`src/oob_down_pkg.sv`:
```
/*
 * OOB downstream controller package
 * Message control, packet type and option encodings, command and
 * beat layouts, and the sizing of the command queue
 */
`default_nettype none

package oob_down_pkg;

  // --------------------
  // Field widths
  localparam int unsigned TAG_W     = 8;
  localparam int unsigned LANES_W   = 6;
  localparam int unsigned OPT_VAL_W = 8;

  // --------------------
  // Command queue sizing

  // Depth must stay a power of two, pointers wrap naturally
  localparam int unsigned FIFO_DEPTH     = 8;
  // Leaves headroom for commands in flight behind the registered ready
  localparam int unsigned FIFO_THRESHOLD = 5;
  localparam int unsigned FIFO_AW        = $clog2(FIFO_DEPTH);
  localparam int unsigned FIFO_CW        = $clog2(FIFO_DEPTH + 1);

  // --------------------
  // Encodings
  typedef enum logic [1:0] {
    MOM     = 2'd0,
    SOM     = 2'd1,
    EOM     = 2'd2,
    SOM_EOM = 2'd3
  } cntl_e;

  typedef enum logic [1:0] {
    NA        = 2'd0,
    PE_OP_CMD = 2'd1
  } oob_type_e;

  typedef enum logic [3:0] {
    NOP           = 4'd0,
    STOP_CMD      = 4'd1,
    TAG           = 4'd2,
    SIMD_RELU_CMD = 4'd3,
    NUM_LANES     = 4'd4
  } oob_opt_e;

  // Packet generator states
  typedef enum logic [1:0] {
    WAIT        = 2'd0,
    START_PKT   = 2'd1,
    SECOND_BEAT = 2'd2,
    ERR         = 2'd3
  } fsm_state_e;

  // --------------------
  // Structures

  // One instruction command from the work-unit decoder
  typedef struct packed {
    cntl_e                cntl;
    logic [TAG_W-1:0]     tag;
    logic [LANES_W-1:0]   num_lanes;
    logic [OPT_VAL_W-1:0] stop_cmd;
    logic [OPT_VAL_W-1:0] simd_cmd;
  } oob_cmd_t;

  // Data word, same layout in both beats
  typedef struct packed {
    oob_opt_e             opt0;
    logic [OPT_VAL_W-1:0] val0;
    oob_opt_e             opt1;
    logic [OPT_VAL_W-1:0] val1;
  } oob_word_t;

  typedef struct packed {
    logic      valid;
    cntl_e     cntl;
    oob_type_e kind;
    oob_word_t data;
  } oob_beat_t;

  // Word driven between packets
  localparam oob_word_t OOB_IDLE_WORD = '{
    opt0: NOP,
    val0: '0,
    opt1: NOP,
    val1: '0
  };

endpackage

`default_nettype wire
```
`src/oob_down_top.sv`:
```
/*
 * OOB downstream controller
 * Command queue, prefetch pipe and packet generator between the
 * work-unit decoder and the stack-bus OOB downstream port
 */
`timescale 1ns/1ns
`default_nettype none

module oob_down_top
  import oob_down_pkg::*;
(
  input  logic      clk,
  input  logic      rst_n,
  input  logic      cmd_valid,
  input  oob_cmd_t  cmd,
  output logic      cmd_ready,
  input  logic      oob_ready,
  output oob_beat_t oob,
  output logic      err
);

  // Queue to prefetch
  logic     empty;
  oob_cmd_t head;
  logic     pop;

  // Prefetch to generator
  logic     pipe_valid;
  oob_cmd_t pipe_cmd;
  logic     pipe_read;

  cmd_fifo u_cmd_fifo (
    .clk       (clk),
    .rst_n     (rst_n),
    .cmd_valid (cmd_valid),
    .cmd       (cmd),
    .cmd_ready (cmd_ready),
    .pop       (pop),
    .empty     (empty),
    .head      (head)
  );

  cmd_prefetch u_cmd_prefetch (
    .clk        (clk),
    .rst_n      (rst_n),
    .empty      (empty),
    .head       (head),
    .pop        (pop),
    .pipe_read  (pipe_read),
    .pipe_valid (pipe_valid),
    .pipe_cmd   (pipe_cmd)
  );

  oob_pkt_fsm u_oob_pkt_fsm (
    .clk        (clk),
    .rst_n      (rst_n),
    .pipe_valid (pipe_valid),
    .pipe_cmd   (pipe_cmd),
    .pipe_read  (pipe_read),
    .oob_ready  (oob_ready),
    .oob        (oob),
    .err        (err)
  );

endmodule

`default_nettype wire

```
`src/oob_pkt_fsm.sv`:
```
/*
 * OOB packet generator
 * Turns each prefetched command into a SOM and an EOM beat,
 * registers the beats and latches an error on a multi-beat command
 */
`timescale 1ns/1ns
`default_nettype none

module oob_pkt_fsm
  import oob_down_pkg::*;
(
  input  logic      clk,
  input  logic      rst_n,
  input  logic      pipe_valid,
  input  oob_cmd_t  pipe_cmd,
  output logic      pipe_read,
  input  logic      oob_ready,
  output oob_beat_t oob,
  output logic      err
);

  fsm_state_e state;
  fsm_state_e state_next;
  logic       oob_ready_q;
  oob_beat_t  beat_d;

  // --------------------
  // Input and state registers

  always_ff @(posedge clk)
  begin
    if (!rst_n)
      oob_ready_q <= 1'b0;
    else
      oob_ready_q <= oob_ready;
  end

  always_ff @(posedge clk)
  begin
    if (!rst_n)
      state <= WAIT;
    else
      state <= state_next;
  end

  // --------------------
  // Next state

  always_comb
  begin
    state_next = state;
    case (state)
      WAIT:
      begin
        // Only single-beat commands are supported
        if (pipe_valid && (pipe_cmd.cntl != SOM_EOM))
          state_next = ERR;
        else if (pipe_valid && oob_ready_q)
          state_next = START_PKT;
      end
      START_PKT:
        state_next = SECOND_BEAT;
      SECOND_BEAT:
        state_next = WAIT;
      ERR:
        state_next = ERR;
      default:
        state_next = WAIT;
    endcase
  end

  // Command is released once its second beat is formed
  assign pipe_read = (state == SECOND_BEAT);

  // --------------------
  // Beat formatting

  always_comb
  begin
    beat_d.valid = 1'b0;
    beat_d.cntl  = MOM;
    beat_d.kind  = NA;
    beat_d.data  = OOB_IDLE_WORD;
    case (state)
      START_PKT:
      begin
        beat_d.valid     = 1'b1;
        beat_d.cntl      = SOM;
        beat_d.kind      = PE_OP_CMD;
        beat_d.data.opt0 = STOP_CMD;
        beat_d.data.val0 = pipe_cmd.stop_cmd;
        beat_d.data.opt1 = TAG;
        beat_d.data.val1 = pipe_cmd.tag;
      end
      SECOND_BEAT:
      begin
        beat_d.valid     = 1'b1;
        beat_d.cntl      = EOM;
        beat_d.kind      = PE_OP_CMD;
        beat_d.data.opt0 = SIMD_RELU_CMD;
        beat_d.data.val0 = pipe_cmd.simd_cmd;
        beat_d.data.opt1 = NUM_LANES;
        // Lane count zero-extended into the value field
        beat_d.data.val1 = OPT_VAL_W'(pipe_cmd.num_lanes);
      end
      default:
      begin
        beat_d.valid = 1'b0;
      end
    endcase
  end

  // --------------------
  // Output registers

  always_ff @(posedge clk)
  begin
    if (!rst_n)
      oob <= '0;
    else
      oob <= beat_d;
  end

  always_ff @(posedge clk)
  begin
    if (!rst_n)
      err <= 1'b0;
    else
      err <= (state == ERR);
  end

  // Error is sticky until reset
  a_err_sticky : assert property (@(posedge clk) disable iff (!rst_n)
    err |=> err);

endmodule

`default_nettype wire

```
`src/cmd_prefetch.sv`:
```
/*
 * Command prefetch pipe
 * Two valid stages behind the queue, the queue output register and a
 * pipe register, kept charged so the head command waits for the generator
 */
`timescale 1ns/1ns
`default_nettype none

module cmd_prefetch
  import oob_down_pkg::*;
(
  input  logic     clk,
  input  logic     rst_n,
  input  logic     empty,
  input  oob_cmd_t head,
  output logic     pop,
  input  logic     pipe_read,
  output logic     pipe_valid,
  output oob_cmd_t pipe_cmd
);

  // Queue output stage holds head
  logic stage_valid;
  logic stage_adv;

  // Advance the output stage when the pipe stage is free or draining
  assign stage_adv = stage_valid & (~pipe_valid | pipe_read);

  // Refill whenever the output stage is empty or moving on
  assign pop = ~empty & (~stage_valid | stage_adv);

  always_ff @(posedge clk)
  begin
    if (!rst_n)
      stage_valid <= 1'b0;
    else if (pop)
      stage_valid <= 1'b1;
    else if (stage_adv)
      stage_valid <= 1'b0;
  end

  // --------------------
  // Pipe stage

  always_ff @(posedge clk)
  begin
    if (!rst_n)
      pipe_valid <= 1'b0;
    else if (stage_adv)
      pipe_valid <= 1'b1;
    else if (pipe_read)
      pipe_valid <= 1'b0;
  end

  always_ff @(posedge clk)
  begin
    if (stage_adv)
      pipe_cmd <= head;
  end

  // Generator only consumes a command it has been offered
  a_read_when_valid : assert property (@(posedge clk) disable iff (!rst_n)
    pipe_read |-> pipe_valid);

endmodule

`default_nettype wire

```
`src/cmd_fifo.sv`:
```
/*
 * Command queue
 * Registers decoder commands and stores them in a circular buffer,
 * presents the head as registered read data, and drives a registered
 * ready from the almost-full level
 */
`timescale 1ns/1ns
`default_nettype none

module cmd_fifo
  import oob_down_pkg::*;
(
  input  logic     clk,
  input  logic     rst_n,
  input  logic     cmd_valid,
  input  oob_cmd_t cmd,
  output logic     cmd_ready,
  input  logic     pop,
  output logic     empty,
  output oob_cmd_t head
);

  logic               wr_valid_q;
  oob_cmd_t           wr_cmd_q;
  oob_cmd_t           mem [FIFO_DEPTH];
  logic [FIFO_AW-1:0] wr_ptr;
  logic [FIFO_AW-1:0] rd_ptr;
  logic [FIFO_CW-1:0] count;
  logic               almost_full;

  // --------------------
  // Input register stage

  always_ff @(posedge clk)
  begin
    if (!rst_n)
      wr_valid_q <= 1'b0;
    else
      wr_valid_q <= cmd_valid;
  end

  always_ff @(posedge clk)
  begin
    wr_cmd_q <= cmd;
  end

  // --------------------
  // Storage

  always_ff @(posedge clk)
  begin
    if (wr_valid_q)
      mem[wr_ptr] <= wr_cmd_q;
  end

  // Head is registered read data, valid the cycle after pop
  always_ff @(posedge clk)
  begin
    if (pop)
      head <= mem[rd_ptr];
  end

  // --------------------
  // Pointers and occupancy

  always_ff @(posedge clk)
  begin
    if (!rst_n)
    begin
      wr_ptr <= '0;
      rd_ptr <= '0;
      count  <= '0;
    end
    else
    begin
      if (wr_valid_q)
        wr_ptr <= wr_ptr + 1'b1;
      if (pop)
        rd_ptr <= rd_ptr + 1'b1;
      case ({wr_valid_q, pop})
        2'b10:   count <= count + 1'b1;
        2'b01:   count <= count - 1'b1;
        default: count <= count;
      endcase
    end
  end

  assign empty       = (count == '0);
  assign almost_full = (count >= FIFO_CW'(FIFO_THRESHOLD));

  // Ready lags almost-full by a cycle
  always_ff @(posedge clk)
  begin
    if (!rst_n)
      cmd_ready <= 1'b0;
    else
      cmd_ready <= ~almost_full;
  end

  // --------------------
  // Checks

  // Threshold headroom must cover the ready loop latency
  a_no_overflow : assert property (@(posedge clk) disable iff (!rst_n)
    wr_valid_q |-> (count != FIFO_CW'(FIFO_DEPTH)));

  a_no_underflow : assert property (@(posedge clk) disable iff (!rst_n)
    pop |-> !empty);

endmodule

`default_nettype wire

```
`config.mk`:
```
export PLATFORM = sky130hd
export DESIGN_NAME = oob_down_top
export DESIGN_NICKNAME = d
export VERILOG_FILES = /design/src/oob_down_pkg.sv /design/src/oob_down_top.sv /design/src/oob_pkt_fsm.sv /design/src/cmd_prefetch.sv /design/src/cmd_fifo.sv
export SDC_FILE = /design/constraint.sdc
export NUM_CORES = 1
export LEC_CHECK = 0
export ABC_AREA = 1
export BUFFER_PORTS_ARGS = -buffer_cell sky130_fd_sc_hd__clkbuf_2
export CAP_MARGIN = 40
export CORE_MARGIN = 2
export CORE_UTILIZATION = 65
export CTS_BUF_LIST = sky130_fd_sc_hd__clkbuf_4
export CTS_CLUSTER_DIAMETER = 80
export DETAILED_ROUTE_END_ITERATION = 16
export HOLD_SLACK_MARGIN = 0.12
export PLACE_DENSITY = 0.88
export SYNTH_ARGS = -nofsm -noshare
export SYNTH_HDL_FRONTEND = slang
export SYNTH_SLANG_ARGS = --single-unit
```
`constraint.sdc`:
```
create_clock -name clk -period 8.55 [get_ports clk]
set_input_delay 1.2825 -clock clk [delete_from_list [all_inputs] [get_ports clk]]
set_output_delay 1.2825 -clock clk [all_outputs]
set_load 0.01 [all_outputs]
```
==> results.py, run 1 <==
metrics = {
    "outcome": {
        "status": "finished clean",
    },
    "route": {
        "routedWlPerCell_um": 19.06,
        "via_per_inst": 5.677,
        "postRouteAntennaNets": 0,
        "drc": 0,
        "firstDrtPassIters": 6,
        "via_count": 8465,
        "totalWireLength_mm": 28.42,
        "drtIter0Drc": 1022,
    },
    "pwr": {
        "p_per_area_nw_per_um2": 316.8,
        "seqPwrFrac": 0.502,
        "internal_power_mw": 3.459,
        "p_sw_mw": 1.552,
        "p_leak_nw": 5.803,
        "vdd_drop_max_v": 0.0001654,
        "p_sw_frac": 0.3097,
        "share_comb_of_total_power": 0.201,
        "pwr-share-clk": 0.296,
    },
    "global_routing": {
        "grt_pass1_wl_mm": 43.79,
        "antenna_found_initial": 1,
        "grt_usage": 0.2581,
        "grt_max_degree": 73,
        "gr-total-overflow": 0,
        "grt_pass1_vias": 8543,
    },
    "sta": {
        "skew_ps": 35.38,
        "max_slew_margin": 0.4736,
        "layout_min_cycle_time_ps": 3589,
        "fin_ws_ps": 4961,
        "post-route-period-util": 0.4198,
        "rsz0062_at_grt": "false",
        "finalSetupViolCount": 0,
        "max_freq_mhz": 278.6,
        "finalSetupTns_ps": 0,
        "final-hold-violation-count": 0,
        "maxSlewViolCount": 0,
        "tightest_slew_ps": 789.6,
    },
    "synth": {
        "postSynthCellCount": 1028,
        "ys_ff_latch": 389,
        "synth_seq_area_share": 0.7780,
        "ys_types": 27,
        "synth.cell_area_um2": 14130,
        "synth-edff-count": 320,
        "synthArstFlopShare": 0,
        "ys_warn_count": 0,
        "ys.flop_type": "edfxtp_1",
        "postSynthAreaPerCell_um2": 13.74,
    },
    "floorplanning": {
        "core-area_um2": 21150,
        "die_area_um2": 22930,
        "die_h_um": 151.4,
        "fp-row-count": 53,
        "die_x_um": 151.4,
        "ioPinCount": 67,
        "initial_core_util": 0.6678,
    },
    "layout": {
        "syn_to_final_growth_pct": 11.95,
        "fin_area_um2": 15820,
        "multi_input_area_um2": 2761,
        "num-nets-final": 1185,
        "final.fill_count": 1184,
        "final_cell_mix": "edfxtp_1 (320), nand2_1 (153), nor2_1 (139)",
        "final_util": 0.7476,
        "register_area_um2": 11000,
        "final_common_cell": "edfxtp_1",
        "drive_gt1_frac": 0.1909,
    },
    "critical_path": {
        "cp-start-kind": "flip-flop",
        "cp-end-kind": "flip-flop",
        "path_class": "flip-flop to flip-flop",
        "critPathMaxFanout": 26,
        "cp.arrival_ps": 4200,
        "required_ps": 9160,
    },
    "clocking": {
        "ctsResizeCount": 0,
        "cts.sinks": 389,
        "cts_tree": "done",
        "clk_latency_ps": 710,
        "cts_htree_levels": 3,
        "postCtsHoldBufs": 0,
        "clkSlewWorstSetupHoldPaths_ps": 70,
        "cts-buffers-inserted": 90,
        "cts_buffer_depth": 3,
        "cts_root_buf": "clkbuf_4",
        "postCtsSetupRepairBufs": 0,
    },
    "place": {
        "place_area_um2": 14620,
        "pre_cts_slack_ps": 5116,
        "port_buffers": 61,
        "post-dp-hpwl_mm": 14.91,
        "gp_congestion": 0.7670,
    },
    "flow_run": {
        "maxCapViolCount": 0,
    },
    "hold_path": {
        "min_path_type": "flip-flop to flip-flop",
    },
}
[synthesized netlist by cell type (all sizes together), types with 8 or more instances]
cell / count / area share
edfxtp: 320 / 0.68
nor2: 147 / 0.039
clkbuf: 30 / 0.0085
buf: 31 / 0.017
mux2i: 32 / 0.023
nand3: 8 / 0.0028
a21oi: 26 / 0.0092
dfxtp: 69 / 0.098
ha: 10 / 0.0089
inv: 25 / 0.0066
nand2: 153 / 0.041
o21ai: 138 / 0.049
o22ai: 32 / 0.014
[per-stage QoR]
step | hold WS [ps] | total power [mW] | std cells
6_report | 419.0 | 5.010 | 1491
2_1_floorplan | 400.3 | 3.274 | 1032
4_1_cts | 412.4 | 5.015 | 1490
3_5_place_dp | 405.4 | 3.535 | 1322
5_1_grt | 427.1 | 5.268 | 1491
3_3_place_gp | 401.1 | 3.461 | 1322
[path summary, 6_finish.rpt]
| check | from | endpoint | slack, ps | depth (start not counted) |
|---|---|---|---|---|
| hold / removal | u_cmd_fifo.head[13]$_DFFE_PN_ | u_cmd_prefetch.pipe_cmd[13]$_DFFE_PP_ | 420 | 0 |
| hold reg to reg | u_cmd_fifo.head[13]$_DFFE_PN_ | u_cmd_prefetch.pipe_cmd[13]$_DFFE_PP_ | 420 | 0 |
| setup / recovery | u_oob_pkt_fsm.state[0]$_SDFFE_PN0P_ | u_cmd_fifo.count[2]$_SDFFE_PN0P_ | 4960 | 16 |
| setup reg to reg | u_oob_pkt_fsm.state[0]$_SDFFE_PN0P_ | u_cmd_fifo.count[2]$_SDFFE_PN0P_ | 4960 | 16 |
[worst max-delay path, cell delays in order (launching register included)]
cell and delay [ps]:
dfxtp_1 340, inv_1 120, ha_1 540, inv_1 190, nand3_1 150, nand2_1 140, inv_1 350, buf_4 410
ha_1 300, nand2_1 70, inv_1 80, nor2_1 60, ha_1 190, a21oi_1 220, xnor2_1 140, o21ai_0 150
inv_1 50
[per-layer routing]
metal | routed length, um | vias to the layer above | track usage
li1 | - | 3936 | -
met1 | 10770 | 3991 | 0.3229
met2 | 14420 | 482 | 0.4342
met3 | 2596 | 56 | 0.05422
met4 | 642 | 0 | 0.1229
met5 | 0 | - | 0
[power by group through the flow]
stage               combinational (mW)  sequential [mW]  clock, mW
floorplan                        0.821             2.45          0
global placement                 0.925             2.54          0
detailed placement               0.984             2.55          0
CTS                              0.997             2.51       1.51
global route                      1.12             2.54       1.61
finish                            1.01             2.52       1.48
[logic make-up after synthesis]
group	after synthesis	share of synthesized area
multiplexers	32	0.02267
other	1	0.0002654
flip-flops	389	0.7780
AND/OR/NAND/NOR	309	0.08299
XOR/XNOR	3	0.001860
buffers and inverters	86	0.03215
adder cells (fa/ha/maj)	10	0.008857
AO/OA/AOI/OAI	198	0.07324
[final cells by class]
class	count	area share
inverter	25	0.005934
tap	275	0.02176
clock buffer	137	0.06503
multi-input combinational	557	0.1746
antenna	1	0.0001582
clock inverter	31	0.01068
timing repair buffer	76	0.02642
sequential	389	0.6954
[registers in the layout (all words and copies together), names as in the netlist, 2 cells and up]
register                 flops
u_cmd_prefetch.pipe_cmd     32
u_cmd_fifo.wr_cmd_q         32
u_cmd_fifo.rd_ptr            3
u_cmd_fifo.mem             256
u_cmd_fifo.count             4
u_cmd_fifo.wr_ptr            3
u_oob_pkt_fsm.state          2
u_cmd_fifo.head             32
u_oob_pkt_fsm.oob           19
Note: power is estimated with default switching activity, not from simulation.
==> run 2: changes to the inputs <==
Settings changed: CORE_UTILIZATION 65 to 63, PLACE_DENSITY 0.88 to 0.85.
Clock period 8.55 ns to 3.31 ns, I/O delays scaled along.
==> run 2 against run 1 <==
Against the previous run: global-route usage shrank 2.0 points; utilization shrank 0.19 points; first-iteration DRC count shrank 11%; sequential share of layout area shrank 2.2 points; fmax grew 35%; clock power grew to 2.8 times the previous value; largest power group unchanged; worst setup slack lost 4300 ps; total power grew to 2.7 times the previous value; wire length shrank 1.0%.
==> results.py, run 2 (same netlist as run 1, synthesis figures left out) <==
metrics = {
    "sta": {
        "fin_ws_ps": 643.4,
        "post-route-period-util": 0.8056,
        "rsz0062_at_grt": "false",
        "maxSlewViolCount": 0,
        "tightest_slew_ps": 654.0,
        "finalSetupViolCount": 0,
        "final-hold-violation-count": 0,
        "max_freq_mhz": 375.0,
        "layout_min_cycle_time_ps": 2667,
        "skew_ps": 56.94,
        "finalSetupTns_ps": 0,
        "max_slew_margin": 0.5640,
    },
    "clocking": {
        "cts_tree": "done",
        "clkSlewWorstSetupHoldPaths_ps": 70,
        "cts-buffers-inserted": 90,
        "cts_root_buf": "clkbuf_4",
        "cts_htree_levels": 3,
        "cts_buffer_depth": 3,
        "clk_latency_ps": 730,
        "ctsResizeCount": 0,
        "cts.sinks": 389,
    },
    "critical_path": {
        "cp-end-kind": "flip-flop",
        "required_ps": 3900,
        "reg2reg_depth": 15,
        "cp.arrival_ps": 3260,
        "rrSetupSlack_ps": 640,
        "crit-reg2reg-capture": "u_cmd_fifo.count[2]$_SDFFE_PN0P_",
        "path_class": "flip-flop to flip-flop",
        "critPathMaxFanout": 16,
        "cp-start-kind": "flip-flop",
        "rr_startpoint": "u_oob_pkt_fsm.state[0]$_SDFFE_PN0P_",
    },
    "layout": {
        "syn_to_final_growth_pct": 15.55,
        "final_util": 0.7457,
        "drive_gt1_frac": 0.1973,
        "fin_cells": 1533,
        "top_register": "u_cmd_fifo.mem",
        "num-nets-final": 1222,
        "final_cell_mix": "edfxtp_1 (320), nand2_1 (153), clkbuf_4 (143)",
        "fin_area_um2": 16320,
        "final_common_cell": "edfxtp_1",
        "largest_register_ffs": 256,
    },
    "place": {
        "gp_congestion": 0.7897,
        "pre_cts_slack_ps": 660.3,
        "post-dp-hpwl_mm": 13.96,
        "dp_cells": 1330,
        "port_buffers": 61,
        "place_area_um2": 14670,
    },
    "hold_path": {
        "holdPathEnd": "u_oob_pkt_fsm.oob_ready_q$_SDFF_PN0_",
        "hold_path_depth": 3,
        "min_path_type": "input pin to flip-flop",
        "min_from": "rst_n",
    },
    "global_routing": {
        "grt_pass1_wl_mm": 43.02,
        "grt_usage": 0.2381,
        "gr-total-overflow": 0,
        "antenna_found_initial": 1,
        "grt_pass1_vias": 8307,
        "grt_max_degree": 130,
    },
    "flow_run": {
        "maxCapViolCount": 0,
    },
    "pwr": {
        "p_sw_frac": 0.3029,
        "vdd_drop_max_v": 0.0006418,
        "share_comb_of_total_power": 0.209,
        "seqPwrFrac": 0.477,
        "p_leak_nw": 6.025,
        "p_per_area_nw_per_um2": 818.0,
        "p_sw_mw": 4.044,
        "internal_power_mw": 9.309,
        "pwr-share-clk": 0.314,
    },
    "route": {
        "drc": 0,
        "totalWireLength_mm": 28.14,
        "routedWlPerCell_um": 18.35,
        "postRouteAntennaNets": 0,
        "via_per_inst": 5.577,
        "firstDrtPassIters": 8,
        "via_count": 8549,
        "drtIter0Drc": 910,
    },
    "floorplanning": {
        "die_x_um": 153.7,
        "fp-row-count": 54,
        "initial_core_util": 0.6453,
        "die_area_um2": 23640,
        "ioPinCount": 67,
        "core-area_um2": 21890,
        "die_h_um": 153.7,
    },
    "outcome": {
        "status": "finished clean",
    },
}
run 2: cell types whose count changed in the layout (fill, tap and decap cells not counted):
cell / change
clkinv_1: -12
bufinv_16: +3
clkbuf_4: +6
inv_2: -3
buf_4: +1
clkinv_4: +1
clkinv_2: +4
buf_12: +2
dlygate4sd3_1: +34
clkinvlp_4: +1
run 2: metrics by stage:
stage          power, mW  hold slack, ps
6_report           13.35           203.0
5_1_grt            14.00           188.2
4_1_cts            13.33           158.8
3_5_place_dp       9.136           404.5
3_3_place_gp       8.993           401.0
2_1_floorplan      8.456           400.3
run 2: metal layers:
metal / track usage / vias to the layer above / routed length, um
met3: 0.05637 / 74 / 2657
met5: 0 / - / 0
met4: 0.1083 / 0 / 824
met1: 0.2980 / 3967 / 10570
li1: - / 4006 / -
met2: 0.3989 / 502 / 14090
run 2: worst max-delay path by stage:
stage	to	cells after the start	slack, ps	startpoint
floorplan	u_cmd_fifo.count[2]$_SDFFE_PN0P_	16	480	u_oob_pkt_fsm.state[0]$_SDFFE_PN0P_
detailed placement	u_cmd_fifo.count[2]$_SDFFE_PN0P_	15	660	u_oob_pkt_fsm.state[0]$_SDFFE_PN0P_
CTS	u_cmd_fifo.count[2]$_SDFFE_PN0P_	15	660	u_oob_pkt_fsm.state[0]$_SDFFE_PN0P_
global placement	u_cmd_fifo.count[2]$_SDFFE_PN0P_	15	810	u_oob_pkt_fsm.state[0]$_SDFFE_PN0P_
finish	u_cmd_fifo.count[2]$_SDFFE_PN0P_	15	640	u_oob_pkt_fsm.state[0]$_SDFFE_PN0P_
global route	u_cmd_fifo.count[2]$_SDFFE_PN0P_	15	320	u_oob_pkt_fsm.state[0]$_SDFFE_PN0P_
run 2: power groups by stage:
| stage | logic [mW] | clock network [mW] | registers, mW |
|---|---|---|---|
| 2_1_floorplan | 2.12 | 0 | 6.33 |
| 5_1_grt | 3.11 | 4.47 | 6.42 |
| 3_5_place_dp | 2.68 | 0 | 6.45 |
| 6_report | 2.80 | 4.19 | 6.37 |
| 4_1_cts | 2.76 | 4.22 | 6.35 |
| 3_3_place_gp | 2.57 | 0 | 6.43 |
run 2: critical path, stage by stage, from the launching register on:
cell and delay [ps]:
dfxtp_1 340, inv_1 120, ha_1 540, inv_1 180
nand3_1 130, nand2_1 120, inv_1 120, ha_1 220
nand2_1 80, inv_1 70, nor2_1 60, ha_1 180
a21oi_1 150, xnor2_1 90, o21ai_0 130, inv_1 50
run 2: area by class of cell:
class                   instances  area [um2]
well taps                     280       350.3
flip-flops and latches        389       11000
clock buffers                 143        1074
multi-input cells             557        2761
clock inverters                25       239.0
inverters                      25       93.84
repair buffers                113       805.8
diodes                          1       2.502
fillers                      1292        5567
run 2: timing repair:
| action | 4_1_cts | 5_1_grt |
|---|---|---|
| setup buffers | 0 | 0 |
| hold buffers | 34 | 0 |
| hold endpoints to repair | 34 | 0 |
| setup endpoints to repair | 0 | 0 |
